File: src/include/drac_mem_defines.svh
/*
 * Width, depth and command constants of the data-memory port.
 * Included by the package and by any module that sizes its own state.
 */

`ifndef DRAC_MEM_DEFINES_SVH
`define DRAC_MEM_DEFINES_SVH

// ----------------------------------------
// Datapath widths
// ----------------------------------------
`define DMEM_ADDR_WIDTH 40          // Physical address
`define DMEM_DATA_WIDTH 64          // Load/store data
`define DMEM_BE_WIDTH 8             // One enable per data byte
`define DMEM_SIZE_WIDTH 3           // log2 of access bytes
`define DMEM_CMD_WIDTH 5            // Walker command field

// ----------------------------------------
// Flow control
// ----------------------------------------
`define DMEM_FIFO_DEPTH 4           // Entries per requester, also its credits after reset
`define DMEM_MEM_CREDITS 3          // Memory request credits after reset

// Performance counters
`define DMEM_HPM_WIDTH 32

// Walker command for an atomic OR on a PTE
`define DMEM_WALK_CMD_AMO_OR 5'b01010

`endif

File: src/rtl/drac_mem_pkg.sv
/*
 * Request, response and counter types shared by the data-memory port.
 * Modules take these by a wildcard import in their header.
 */

`include "drac_mem_defines.svh"

package drac_mem_pkg;

    // ----------------------------------------
    // Scalar fields
    // ----------------------------------------
    typedef logic [`DMEM_CMD_WIDTH-1:0]  walk_cmd_t;    // Walker command code
    typedef logic [`DMEM_SIZE_WIDTH-1:0] mem_size_t;    // log2 of access bytes

    typedef enum logic [1:0] {
        LOAD   = 2'd0,
        STORE  = 2'd1,
        AMO_OR = 2'd2
    } mem_op_e;

    // Requester tag carried through memory and back
    typedef enum logic {
        SID_WALKER = 1'b0,
        SID_CORE   = 1'b1
    } sid_e;

    // ----------------------------------------
    // Requests and responses
    // ----------------------------------------
    typedef struct packed {
        logic [`DMEM_ADDR_WIDTH-1:0] addr;
        walk_cmd_t                   cmd;
        logic [`DMEM_DATA_WIDTH-1:0] wdata;
        mem_size_t                   size;
    } walk_req_t;                                       // 112 bits

    typedef struct packed {
        logic [`DMEM_ADDR_WIDTH-1:0] addr;
        logic [`DMEM_DATA_WIDTH-1:0] wdata;
        mem_op_e                     op;
        logic [`DMEM_BE_WIDTH-1:0]   be;
        mem_size_t                   size;
    } core_req_t;                                       // 117 bits

    typedef struct packed {
        logic [`DMEM_ADDR_WIDTH-1:0] addr;
        logic [`DMEM_DATA_WIDTH-1:0] wdata;
        mem_op_e                     op;
        logic [`DMEM_BE_WIDTH-1:0]   be;
        mem_size_t                   size;
        sid_e                        sid;
    } mem_req_t;                                        // 118 bits

    // Memory answer, no ready on this path
    typedef struct packed {
        sid_e                        sid;
        logic [`DMEM_DATA_WIDTH-1:0] rdata;
    } mem_rsp_t;                                        // 65 bits

    // ----------------------------------------
    // Performance counters
    // ----------------------------------------
    typedef enum logic [1:0] {
        HPM_WALK_GRANTS = 2'd0,
        HPM_CORE_GRANTS = 2'd1,
        HPM_RESPONSES   = 2'd2
    } hpm_sel_e;

    typedef logic [`DMEM_HPM_WIDTH-1:0] hpm_cnt_t;

endpackage

File: src/rtl/credit_fifo.sv
/*
 * Per-requester request buffer under credit flow control.
 * Sender owns DMEM_FIFO_DEPTH credits after reset; one comes back per pop.
 */

`include "drac_mem_defines.svh"

module credit_fifo #(
    parameter type T_PAYLOAD = logic
) (
    input  logic     CLK,
    input  logic     RST,

    input  logic     push_i,        // Sender spent a credit
    input  T_PAYLOAD push_data_i,
    input  logic     pop_i,         // Head consumed this cycle
    output T_PAYLOAD head_o,
    output logic     not_empty_o,
    output logic     credit_o       // One credit back to the sender
);

    localparam int DEPTH = `DMEM_FIFO_DEPTH;
    localparam int PTR_W = (DEPTH > 1) ? $clog2(DEPTH) : 1;
    localparam int CNT_W = $clog2(DEPTH + 1);

    // Storage, payload only
    T_PAYLOAD mem_q [DEPTH];

    logic [PTR_W-1:0] wr_ptr_q;
    logic [PTR_W-1:0] rd_ptr_q;
    logic [CNT_W-1:0] count_q;

    // ----------------------------------------
    // Pointer and occupancy update
    // ----------------------------------------
    always_ff @(posedge CLK, negedge RST) begin
        if (!RST) begin
            wr_ptr_q <= '0;
            rd_ptr_q <= '0;
            count_q  <= '0;
        end else begin
            if (push_i) begin
                wr_ptr_q <= (wr_ptr_q == PTR_W'(DEPTH - 1)) ? '0 : wr_ptr_q + PTR_W'(1);
            end
            if (pop_i) begin
                rd_ptr_q <= (rd_ptr_q == PTR_W'(DEPTH - 1)) ? '0 : rd_ptr_q + PTR_W'(1);
            end
            case ({push_i, pop_i})
                2'b10:   count_q <= count_q + CNT_W'(1);
                2'b01:   count_q <= count_q - CNT_W'(1);
                default: count_q <= count_q;    // Both or neither
            endcase
        end
    end

    // Entry write, credits guarantee room
    always_ff @(posedge CLK) begin
        if (push_i) begin
            mem_q[wr_ptr_q] <= push_data_i;
        end
    end

    assign head_o      = mem_q[rd_ptr_q];
    assign not_empty_o = (count_q != '0);

    // Credit leaves in the same cycle the entry is released
    assign credit_o = pop_i;

endmodule

File: src/rtl/dmem_mux.sv
/*
 * Shares one memory request channel between page-table walker and core.
 * Translates walker commands, arbitrates round-robin under memory credits,
 * and routes responses back by source id one cycle after they arrive.
 */

`include "drac_mem_defines.svh"

module dmem_mux
    import drac_mem_pkg::*;
(
    input  logic                        CLK,
    input  logic                        RST,

    // Buffer heads
    input  walk_req_t                   walk_head_i,
    input  logic                        walk_ready_i,   // Walker buffer not empty
    input  core_req_t                   core_head_i,
    input  logic                        core_ready_i,   // Core buffer not empty
    output logic                        walk_pop_o,
    output logic                        core_pop_o,

    // Memory request channel
    input  logic                        mem_credit_i,   // One credit back from memory
    output logic                        mem_req_valid_o,
    output mem_req_t                    mem_req_o,

    // Memory response channel, no back-pressure
    input  logic                        mem_rsp_valid_i,
    input  mem_rsp_t                    mem_rsp_i,

    // Requester responses
    output logic                        walk_rsp_valid_o,
    output logic [`DMEM_DATA_WIDTH-1:0] walk_rsp_data_o,
    output logic                        core_rsp_valid_o,
    output logic [`DMEM_DATA_WIDTH-1:0] core_rsp_data_o
);

    localparam int CRD_W = $clog2(`DMEM_MEM_CREDITS + 1);

    mem_req_t walk_mem_req;
    mem_req_t core_mem_req;
    logic     is_amo_or;

    logic [CRD_W-1:0] mem_crd_q;
    logic             has_credit;
    logic             prio_core_q;      // Core wins a tie when set
    logic             walk_grant;
    logic             core_grant;
    logic             issue;

    logic                        walk_rsp_valid_q;
    logic                        core_rsp_valid_q;
    logic [`DMEM_DATA_WIDTH-1:0] rsp_data_q;

    // ----------------------------------------
    // Walker command translation
    // ----------------------------------------
    assign is_amo_or = (walk_head_i.cmd == `DMEM_WALK_CMD_AMO_OR);

    always_comb begin
        walk_mem_req.addr  = walk_head_i.addr;
        walk_mem_req.wdata = walk_head_i.wdata;
        walk_mem_req.size  = walk_head_i.size;
        walk_mem_req.op    = is_amo_or ? AMO_OR : LOAD;   // Anything else reads a PTE
        walk_mem_req.be    = is_amo_or ? '1 : '0;
        walk_mem_req.sid   = SID_WALKER;
    end

    // Core fields pass unchanged, only the tag is added
    always_comb begin
        core_mem_req.addr  = core_head_i.addr;
        core_mem_req.wdata = core_head_i.wdata;
        core_mem_req.op    = core_head_i.op;
        core_mem_req.be    = core_head_i.be;
        core_mem_req.size  = core_head_i.size;
        core_mem_req.sid   = SID_CORE;
    end

    // ----------------------------------------
    // Round-robin grant
    // ----------------------------------------
    assign has_credit = (mem_crd_q != '0);

    always_comb begin
        walk_grant = 1'b0;
        core_grant = 1'b0;
        if (has_credit) begin
            if (walk_ready_i && core_ready_i) begin
                walk_grant = !prio_core_q;
                core_grant = prio_core_q;
            end else begin
                walk_grant = walk_ready_i;
                core_grant = core_ready_i;
            end
        end
    end

    assign issue           = walk_grant | core_grant;
    assign walk_pop_o      = walk_grant;
    assign core_pop_o      = core_grant;
    assign mem_req_valid_o = issue;
    assign mem_req_o       = core_grant ? core_mem_req : walk_mem_req;

    // Priority and memory credit count
    always_ff @(posedge CLK, negedge RST) begin
        if (!RST) begin
            prio_core_q <= 1'b0;
            mem_crd_q   <= CRD_W'(`DMEM_MEM_CREDITS);
        end else begin
            if (issue) begin
                prio_core_q <= !prio_core_q;    // Flip on every grant
            end
            case ({issue, mem_credit_i})
                2'b10:   mem_crd_q <= mem_crd_q - CRD_W'(1);
                2'b01:   mem_crd_q <= mem_crd_q + CRD_W'(1);
                default: mem_crd_q <= mem_crd_q;
            endcase
        end
    end

    // ----------------------------------------
    // Response demux, one register stage
    // ----------------------------------------
    always_ff @(posedge CLK, negedge RST) begin
        if (!RST) begin
            walk_rsp_valid_q <= 1'b0;
            core_rsp_valid_q <= 1'b0;
        end else begin
            walk_rsp_valid_q <= mem_rsp_valid_i && (mem_rsp_i.sid == SID_WALKER);
            core_rsp_valid_q <= mem_rsp_valid_i && (mem_rsp_i.sid == SID_CORE);
        end
    end

    always_ff @(posedge CLK) begin
        if (mem_rsp_valid_i) begin
            rsp_data_q <= mem_rsp_i.rdata;
        end
    end

    assign walk_rsp_valid_o = walk_rsp_valid_q;
    assign core_rsp_valid_o = core_rsp_valid_q;
    assign walk_rsp_data_o  = rsp_data_q;     // Shared, qualified by each valid
    assign core_rsp_data_o  = rsp_data_q;

endmodule

File: src/rtl/hpm_counters.sv
/*
 * Event counters of the memory port behind a small register port.
 * Read is combinational; a write beats an increment in the same cycle.
 */

module hpm_counters
    import drac_mem_pkg::*;
(
    input  logic     CLK,
    input  logic     RST,

    // Events, one cycle pulses
    input  logic     walk_grant_i,
    input  logic     core_grant_i,
    input  logic     rsp_i,

    // Register port
    input  hpm_sel_e hpm_sel_i,
    input  logic     hpm_we_i,
    input  hpm_cnt_t hpm_wdata_i,
    output hpm_cnt_t hpm_data_o
);

    localparam int NUM_CNT = 3;

    hpm_cnt_t         cnt_q [NUM_CNT];
    logic [NUM_CNT-1:0] event_vec;

    // Index order follows hpm_sel_e
    assign event_vec[HPM_WALK_GRANTS] = walk_grant_i;
    assign event_vec[HPM_CORE_GRANTS] = core_grant_i;
    assign event_vec[HPM_RESPONSES]   = rsp_i;

    // ----------------------------------------
    // Counter update
    // ----------------------------------------
    always_ff @(posedge CLK, negedge RST) begin
        if (!RST) begin
            for (int i = 0; i < NUM_CNT; i++) begin
                cnt_q[i] <= '0;
            end
        end else begin
            for (int i = 0; i < NUM_CNT; i++) begin
                if (hpm_we_i && (int'(hpm_sel_i) == i)) begin
                    cnt_q[i] <= hpm_wdata_i;            // Software load wins
                end else if (event_vec[i]) begin
                    cnt_q[i] <= cnt_q[i] + hpm_cnt_t'(1);   // Wraps
                end
            end
        end
    end

    // Unmapped select reads zero
    always_comb begin
        hpm_data_o = '0;
        if (int'(hpm_sel_i) < NUM_CNT) begin
            hpm_data_o = cnt_q[hpm_sel_i];
        end
    end

endmodule

File: src/rtl/drac_dmem_top.sv
/*
 * Data-memory side of the tile: walker and core share one memory port.
 * Two credit buffers feed the mux; counters watch grants and responses.
 */

`include "drac_mem_defines.svh"

module drac_dmem_top
    import drac_mem_pkg::*;
(
    input  logic                        CLK,
    input  logic                        RST,

    // Page-table walker requests
    input  logic                        walk_valid_i,
    input  walk_req_t                   walk_req_i,
    output logic                        walk_credit_o,

    // Core load/store requests
    input  logic                        core_valid_i,
    input  core_req_t                   core_req_i,
    output logic                        core_credit_o,

    // Memory request and response
    output logic                        mem_req_valid_o,
    output mem_req_t                    mem_req_o,
    input  logic                        mem_credit_i,
    input  logic                        mem_rsp_valid_i,
    input  mem_rsp_t                    mem_rsp_i,

    // Requester responses
    output logic                        walk_rsp_valid_o,
    output logic [`DMEM_DATA_WIDTH-1:0] walk_rsp_data_o,
    output logic                        core_rsp_valid_o,
    output logic [`DMEM_DATA_WIDTH-1:0] core_rsp_data_o,

    // Counter register port
    input  hpm_sel_e                    hpm_sel_i,
    input  logic                        hpm_we_i,
    input  hpm_cnt_t                    hpm_wdata_i,
    output hpm_cnt_t                    hpm_data_o
);

    walk_req_t walk_head;
    core_req_t core_head;
    logic      walk_not_empty;
    logic      core_not_empty;
    logic      walk_pop;    // Also the walker grant event
    logic      core_pop;    // Also the core grant event

    // ----------------------------------------
    // Request buffers
    // ----------------------------------------
    credit_fifo #(.T_PAYLOAD(walk_req_t)) u_walk_fifo (
        .CLK         (CLK),
        .RST         (RST),
        .push_i      (walk_valid_i),
        .push_data_i (walk_req_i),
        .pop_i       (walk_pop),
        .head_o      (walk_head),
        .not_empty_o (walk_not_empty),
        .credit_o    (walk_credit_o)
    );

    credit_fifo #(.T_PAYLOAD(core_req_t)) u_core_fifo (
        .CLK         (CLK),
        .RST         (RST),
        .push_i      (core_valid_i),
        .push_data_i (core_req_i),
        .pop_i       (core_pop),
        .head_o      (core_head),
        .not_empty_o (core_not_empty),
        .credit_o    (core_credit_o)
    );

    // ----------------------------------------
    // Arbitration and routing
    // ----------------------------------------
    dmem_mux u_mux (
        .CLK              (CLK),
        .RST              (RST),
        .walk_head_i      (walk_head),
        .walk_ready_i     (walk_not_empty),
        .core_head_i      (core_head),
        .core_ready_i     (core_not_empty),
        .walk_pop_o       (walk_pop),
        .core_pop_o       (core_pop),
        .mem_credit_i     (mem_credit_i),
        .mem_req_valid_o  (mem_req_valid_o),
        .mem_req_o        (mem_req_o),
        .mem_rsp_valid_i  (mem_rsp_valid_i),
        .mem_rsp_i        (mem_rsp_i),
        .walk_rsp_valid_o (walk_rsp_valid_o),
        .walk_rsp_data_o  (walk_rsp_data_o),
        .core_rsp_valid_o (core_rsp_valid_o),
        .core_rsp_data_o  (core_rsp_data_o)
    );

    // Response counted on arrival from memory
    hpm_counters u_hpm (
        .CLK          (CLK),
        .RST          (RST),
        .walk_grant_i (walk_pop),
        .core_grant_i (core_pop),
        .rsp_i        (mem_rsp_valid_i),
        .hpm_sel_i    (hpm_sel_i),
        .hpm_we_i     (hpm_we_i),
        .hpm_wdata_i  (hpm_wdata_i),
        .hpm_data_o   (hpm_data_o)
    );

endmodule

File: config.mk
export PLATFORM = sky130hd
export DESIGN_NAME = drac_dmem_top
export DESIGN_NICKNAME = d
export VERILOG_FILES = /design/src/rtl/drac_mem_pkg.sv /design/src/rtl/credit_fifo.sv /design/src/rtl/dmem_mux.sv /design/src/rtl/hpm_counters.sv /design/src/rtl/drac_dmem_top.sv
export VERILOG_INCLUDE_DIRS = /design/src /design/src/include
export SDC_FILE = /design/constraint.sdc
export NUM_CORES = 1
export LEC_CHECK = 0
export ABC_AREA = 1
export BUFFER_PORTS_ARGS = -buffer_cell sky130_fd_sc_hd__buf_2
export CORE_MARGIN = 5
export CORE_UTILIZATION = 45
export DETAILED_ROUTE_END_ITERATION = 6
export PLACE_DENSITY = 0.7
export SETUP_SLACK_MARGIN = 0.1
export SKIP_LAST_GASP = 1
export SYNTH_ARGS = -nofsm -noshare
export SYNTH_HDL_FRONTEND = slang
export SYNTH_SLANG_ARGS = --single-unit
File: constraint.sdc
create_clock -name CLK -period 3.2 [get_ports CLK]
set_input_delay 0.16 -clock CLK [delete_from_list [all_inputs] [get_ports CLK]]
set_output_delay 0.16 -clock CLK [all_outputs]
set_load 0.05 [all_outputs]
==> impl_metrics.csv, run 1 <==
group,metric,value,unit
outcome,status,"complete, but fails checks",
outcome,violations,"design-rule violations",
finish,final_nets,5305,
detailed_routing,viasPerCell,5.51,
timing,min_period_over_period,92.6,%
place,dpl_cell_area,50500,um2
power,total_power,0.0588,W
place,post-place-ws,0.778,ns
min_path,hp-class,"in -> async",
place,dp_hpwl,90800,um
die,initial_core_util,45.4,%
setup_path,path_max_fanout,81,
global_route,grt_max_degree,119,
detailed_routing,routed_wl,146000,um
setup_path,cp.arrival,2.80,ns
timing,finalHoldWorstSlack,0.0194,ns
timing,timing.final.ws_setup,0.236,ns
timing,period_needed,2.96,ns
finish,drive_gt1_share,18.2,%
finish,area_growth,24.7,%
synth,syn_inst,4097,
timing,skew,0.0735,ns
setup_path,start_kind,"register",
place,port_buffers,617,
finish,multi_input_area,11700,um2
global_route,grt_pass1_vias,34000,
clock_network,numCtsBuffers,112,
finish,fillerInstances,8200,
power,peakVddDrop,1320,uV
clock_network,htreeDepth,3,
global_route,globalRouteOverflowTotal,0,
setup_path,r2r_end,"u_walk_fifo.count_q[2]",
die,coreArea,102000,um2
setup_path,worstReg2RegStart,"u_core_fifo.count_q[0]",
die,die_y,331,um
detailed_routing,wire_per_inst,22.7,um
synth,ys_types,35,
synth,synth.largest_area_cell,"edfxtp_1",
clock_network,clk_latency,0.71,ns
setup_path,worstPathRequired,3.04,ns
synth,syn_nets,4450,
die,dieArea,109000,um2
power,p_per_area,1020,nW/um2
detailed_routing,ant_nets,0,
detailed_routing,drc,1,
setup_path,cp-end-kind,"primary output",
die,die_w,331,um
detailed_routing,vias,35500,
power,switching_share,45.8,%
synth,synth_top_area_share,63.7,%
flow_run,maxCapViolCount,0,
detailed_routing,first_pass_iters,7,
timing,worst_pin_slew,1.10,ns
synth,synth_mux_area_share,0,%
finish,stdcell_area,57600,um2
synth,synth_fa_ha_area_share,0.520,%
synth,synth_compound_area_share,9.62,%
clock_network,clock-sinks,1095,
timing,report.final.slew_viol_count,0,
timing,rsz0062_at_grt,"yes",
die,io-pin-count,618,
synth,synth_xor_area_share,0.720,%
synth,ys_warn_count,0,
synth,synthSimpleGateAreaFrac,14.4,%
setup_path,rr_worst_depth,12,
place,finalWeightedCongestion,1.02,
synth,syn_avg_cell_area,11.3,um2
power,p_clk_share,21.6,%
setup_path,critPathKind,"reg -> out",
synth,synth_top_family_by_area,"simple AND/OR/NAND/NOR gates",
power,pwr-share-seq,33.7,%
clock_network,cts_tree,"done",
power,power_frac_comb,44.7,%
timing,fin_tns_setup,0,ns
timing,setup_violations,0,
die,std_cell_rows,117,
synth,synth-seq-cells,1095,
power,p_sw,0.0269,W
finish,seq_area,32300,um2
timing,slew_headroom,26.4,%
global_route,grt_pass1_wl,212000,um
synth,synthTopCellsByArea,"edfxtp_1 64%, nand2_1 7.0%, dfrtp_1 6.1%",
detailed_routing,drt_iter0_drc,3823,
global_route,grt_usage,25.6,%
synth,synthesis.area,46200,um2
synth,yosysSeqAreaShare,69.9,%
clock_network,clockBufferDepth,3,
global_route,grt_antenna_before_repair,38,
clock_network,cts-root-buf,"clkbuf_16",
setup_path,r2r_setup_slack,0.78,ns
power,p_leak,22.1,nW
timing,max_freq,337,MHz
clock_network,clkTransAtPathRegs,0.07,ns
power,p_int,0.0319,W
timing,hold_viol,0,
[repair_timing]
item                                     CTS  global route
endpoints found under the hold margin   1175             0
buffers inserted                           0             0
gates cloned                               0             3
gates resized for setup                    2            16
endpoints found under the setup margin    27            76
hold buffers                             336             0
[logic make-up (layout without fill, tap and decap cells)]
group | Yosys count | count (layout)
DFF | 1095 | 1095
other | 0 | 32
buffers and inverters | 483 | 1428
xor gates and xnor gates | 38 | 38
AOI/OAI and AO/OA | 805 | 805
adders and majority gates | 18 | 18
and+or+nand+nor | 1658 | 1658
[final cells by class]
cell class / count / share of cell area [%]
Tap cell: 1368 / 2.97
Clock inverter: 65 / 1.10
Timing Repair Buffer: 1018 / 12.8
Inverter: 206 / 1.46
Sequential cell: 1095 / 56.1
Antenna cell: 32 / 0.139
Multi-Input combinational cell: 2519 / 20.3
Clock buffer: 139 / 5.09
[state kept, by name, indices dropped and copies added (netlist names), 3 cells and up]
register,count
u_core_fifo.mem_q,468
u_walk_fifo.count_q,3
u_hpm.cnt_q,96
u_walk_fifo.mem_q,448
u_mux.core_rsp_data_o,64
u_core_fifo.count_q,3
[worst max-delay path, stage by stage, from the launching register on]
cell and delay [ns]:
dfrtp_4 0.53, buf_16 0.27, buf_16 0.32, o21ai_0 0.18
o22ai_1 0.26, nand2_1 0.10, nand2_1 0.09, buf_2 0.28
[metrics by stage]
stage,std cells,util [%]
after floorplan,4097,-
after global placement,5867,49.5
after detailed placement,5867,49.5
after CTS,6407,56.3
after global routing,6426,56.5
final,6442,56.6
[power groups by stage]
stage          logic, W  clock network [W]  registers, W
2_1_floorplan    0.0173                  0        0.0199
3_3_place_gp     0.0251                  0        0.0199
3_5_place_dp     0.0253                  0        0.0200
4_1_cts          0.0258             0.0129        0.0197
5_1_grt          0.0281             0.0135        0.0200
6_report         0.0263             0.0127        0.0198
[layout by cell type, fill, tap and decap left out, types with 9 or more instances in the layout]
cell           instances
clkbuf_16            116
clkinvlp_4            11
ha_1                  16
o22ai_1              228
nand2_2               11
o221ai_1              14
buf_12                24
o21ai_1               33
a22oi_1               13
nor2_1               570
diode_2               32
xnor2_1                9
nand3_1              166
clkinv_1              21
xor2_1                29
dfrtp_1              109
buf_2                615
nand2_1              863
buf_4                 33
clkinv_2              24
nor2_4                14
inv_1                183
inv_2                 10
dlygate4sd3_1        336
o211ai_1              12
o21ai_0              486
a21oi_1               11
nor2_2                20
clkbuf_1              25
edfxtp_1             980
[layer usage]
metal | global-route usage [%] | wire length (um) | part of all wire, %
met1 | 32.4 | 53400 | 37
met2 | 41.1 | 68600 | 47
met3 | 7.31 | 16700 | 11
met4 | 12.1 | 7470 | 5.1
met5 | 0 | 104 | 0.071
[synth_stat cells (all sizes together)]
cell type,count
a21oi,11
nand3,169
nand4,5
fa,2
xnor2,9
dfrtp,113
ha,16
a22oi,13
nand3b,3
buf,168
inv,206
edfxtp,980
dfstp,2
nor2,604
and2,1
o211ai,12
xor2,29
o21bai,8
o22ai,228
nand2,876
clkbuf,109
o221ai,14
o21ai,519
[worst max-delay path by stage]
stage / startpoint / depth (start not counted) / end
CTS: u_core_fifo.rd_ptr_q[1] / 6 / mem_req_o[111]
finish: u_core_fifo.rd_ptr_q[0] / 7 / mem_req_o[10]
global route: u_core_fifo.rd_ptr_q[0] / 7 / mem_req_o[35]
floorplan: u_core_fifo.wr_ptr_q[0] / 4 / u_core_fifo.mem_q[0][0]
global placement: u_walk_fifo.rd_ptr_q[0] / 7 / mem_req_o[97]
detailed placement: u_walk_fifo.rd_ptr_q[0] / 7 / mem_req_o[82]
(Power assumes the default switching activity.)
==> inputs of run 2 (changes only) <==
Settings changed: SYNTH_HIERARCHICAL set to 1.
==> run 2 against run 1 <==
The run now ends clean. Via count grew 7.3%. Worst hold slack gained 0.075 ns. Largest cell class unchanged. Count of clock-buffer cells in the layout up 3. Synthesized area grew 7.9%. Utilization down 1.0 points. First-iteration DRC count fell by 20%. Wire length up 8.2%. Sequential cell count stayed put. Critical path depth rose by 1.
==> impl_metrics.csv, run 2 <==
group,metric,value,unit
min_path,hp-class,"in -> reg",
die,die_w,343,um
min_path,hold_path_depth,5,
synth,syn_inst,4994,
place,port_buffers,617,
detailed_routing,viasPerCell,5.09,
finish,largest_reg_flops,468,
clock_network,clkTransAtPathRegs,0.06,ns
power,power_frac_comb,46.4,%
clock_network,numCtsBuffers,117,
die,die_y,343,um
synth,async_flop_share,10.5,%
detailed_routing,routed_wl,158000,um
detailed_routing,drc,0,
setup_path,r2r_setup_slack,0.63,ns
place,finalWeightedCongestion,0.996,
flow_run,maxCapViolCount,0,
timing,rsz0062_at_grt,"yes",
setup_path,path_max_fanout,33,
power,peakVddDrop,1450,uV
power,pwr-share-seq,31.9,%
global_route,globalRouteOverflowTotal,0,
finish,drive_gt1_share,15.8,%
synth,yosysSeqAreaShare,64.8,%
global_route,grt_pass1_vias,36200,
die,coreArea,110000,um2
clock_network,cts-root-buf,"clkbuf_16",
finish,largest_register,"u_core_fifo/mem_q",
place,dpl_cell_area,53900,um2
timing,fin_tns_setup,0,ns
place,dp_hpwl,107000,um
global_route,grt_pass1_wl,228000,um
detailed_routing,vias,38100,
min_path,min-delay-start,"hpm_wdata_i[18]",
min_path,worstHoldEndpoint,"u_hpm/cnt_q[50]",
global_route,grt_max_degree,137,
outcome,status,"finished clean",
timing,worst_pin_slew,1.10,ns
setup_path,worstPathRequired,3.04,ns
global_route,grt_usage,25.9,%
synth,synth.largest_area_cell,"edfxtp_1",
global_route,grt_antenna_before_repair,69,
detailed_routing,ant_nets,0,
synth,synthesis.area,49900,um2
die,dieArea,118000,um2
power,p_int,0.0331,W
finish,stdcell_area,61300,um2
power,p_per_area,1000,nW/um2
detailed_routing,first_pass_iters,6,
power,p_clk_share,21.7,%
detailed_routing,drt_iter0_drc,3047,
power,p_leak,26.6,nW
power,switching_share,46.2,%
setup_path,cp.arrival,2.81,ns
synth,syn_nets,5347,
synth,synth_top_area_share,59.0,%
timing,setup_violations,0,
power,p_sw,0.0285,W
clock_network,clock-sinks,1095,
synth,ys_types,33,
setup_path,critPathKind,"reg -> out",
timing,slew_headroom,26.2,%
die,std_cell_rows,122,
clock_network,htreeDepth,3,
synth,synthTopCellsByArea,"edfxtp_1 59%, nand2_1 12%, dfrtp_1 5.7%",
finish,final_common_cell,"nand2_1",
die,io-pin-count,618,
timing,hold_viol,0,
detailed_routing,wire_per_inst,21.1,um
timing,period_needed,2.97,ns
clock_network,clockBufferDepth,3,
synth,ys_warn_count,6,
timing,skew,0.0165,ns
synth,synth_edf_count,980,
timing,report.final.slew_viol_count,0,
synth,syn_avg_cell_area,9.99,um2
timing,max_freq,337,MHz
synth,synth_top_cells_by_count,"1605 x nand2_1, 980 x edfxtp_1, 692 x inv_1",
setup_path,start_kind,"register",
setup_path,rr_worst_depth,11,
synth,yosysMostFrequentCell,"nand2_1",
synth,ys.flop_type,"edfxtp_1",
finish,final_cell_mix,"1605 x nand2_1, 980 x edfxtp_1, 684 x inv_1, 615 x buf_2, 593 x nor2_1",
die,initial_core_util,45.2,%
finish,largest_registers,"u_core_fifo/mem_q (468), u_walk_fifo/mem_q (448), u_hpm/cnt_q (96)",
setup_path,cp-end-kind,"primary output",
timing,min_period_over_period,92.8,%
setup_path,r2r_end,"u_hpm/cnt_q[76]",
clock_network,clk_latency,0.69,ns
clock_network,cts_tree,"done",
synth,synth-seq-cells,1095,
finish,final_nets,6222,
setup_path,worstReg2RegStart,"u_walk_fifo/count_q[0]",
finish,area_growth,23.0,%
## run 2: what timing repair did
action	in CTS	in global routing
hold buffers	333	0
cloned	0	2
endpoints found under the hold margin	1216	0
buffers inserted	7	5
gates resized for setup	3	6
endpoints found under the setup margin	94	54
## run 2: kinds of logic (layout without fill, tap and decap cells)
| logic type | Yosys count | in the layout | share of synthesized area, % |
|---|---|---|---|
| flops | 1095 | 1095 | 64.8 |
| buf+inv | 990 | 1965 | 9.14 |
| simple gates | 2454 | 2454 | 19.4 |
| fa+ha+maj | 18 | 18 | 0.482 |
| other cells | 0 | 40 | 0 |
| compound gates | 400 | 400 | 5.60 |
| xor+xnor | 37 | 37 | 0.650 |
## run 2: routing by layer
metal / part of all wire, % / vias up / GRT usage (%)
li1: - / 17900 / -
met2: 50 / 1579 / 45.7
met4: 5.8 / 28 / 13.2
met1: 35 / 18100 / 29.1
met3: 8.5 / 427 / 6.68
met5: 0.12 / - / 0
## run 2: final cells by class
class,count,area [um2]
clock buffers,142,3060
repair buffers,1040,7530
fillers,9335,49000
inverters,706,2690
clock inverters,77,731
diodes,40,100
multi-input cells,2909,13000
well taps,1488,1860
flip-flops and latches,1095,32300
## run 2: power by group through the flow
| stage | clock, W | combinational, W | sequential [W] |
|---|---|---|---|
| after global routing | 0.0142 | 0.0306 | 0.0198 |
| final | 0.0133 | 0.0285 | 0.0197 |
| after floorplan | 0 | 0.0198 | 0.0198 |
| after detailed placement | 0 | 0.0274 | 0.0201 |
| after CTS | 0.0136 | 0.0282 | 0.0197 |
| after global placement | 0 | 0.0270 | 0.0200 |
## run 2: metrics by stage
stage / power [W] / hold WS [ns] / util, % / setup WS (ns) / std cells
6_report: 0.0615 / 0.0947 / 55.6 / 0.229 / 7497
5_1_grt: 0.0646 / 0.0680 / 55.5 / 0.0223 / 7479
4_1_cts: 0.0615 / 0.00248 / 55.4 / 0.106 / 7450
3_5_place_dp: 0.0474 / 0.0937 / 48.8 / 0.625 / 6891
3_3_place_gp: 0.0470 / 0.0966 / 48.8 / 0.671 / 6891
2_1_floorplan: 0.0396 / -0.136 / - / 0.367 / 4994
## run 2: how the worst max path moves through the flow
stage                                       start                      end  slack (ns)  cells past startpoint
after global routing       u_core_fifo/count_q[0]            mem_req_o[23]        0.02                      8
after floorplan           u_core_fifo/wr_ptr_q[0]  u_core_fifo/mem_q[2][0]        0.37                      4
after CTS                  u_core_fifo/count_q[0]            mem_req_o[84]        0.11                      8
after detailed placement  u_walk_fifo/rd_ptr_q[0]            mem_req_o[68]        0.63                      8
after global placement    u_walk_fifo/rd_ptr_q[0]            mem_req_o[68]        0.67                      8
final                      u_core_fifo/count_q[0]            mem_req_o[23]        0.23                      8
## run 2: worst max-delay path, stage by stage (launching register included)
cell	delay [ns]
dfrtp_1	0.41
nor2_1	0.07
nand2_1	0.17
inv_2	0.08
nor2_4	0.26
buf_6	0.34
nand3_1	0.18
nand2_1	0.26
buf_2	0.33
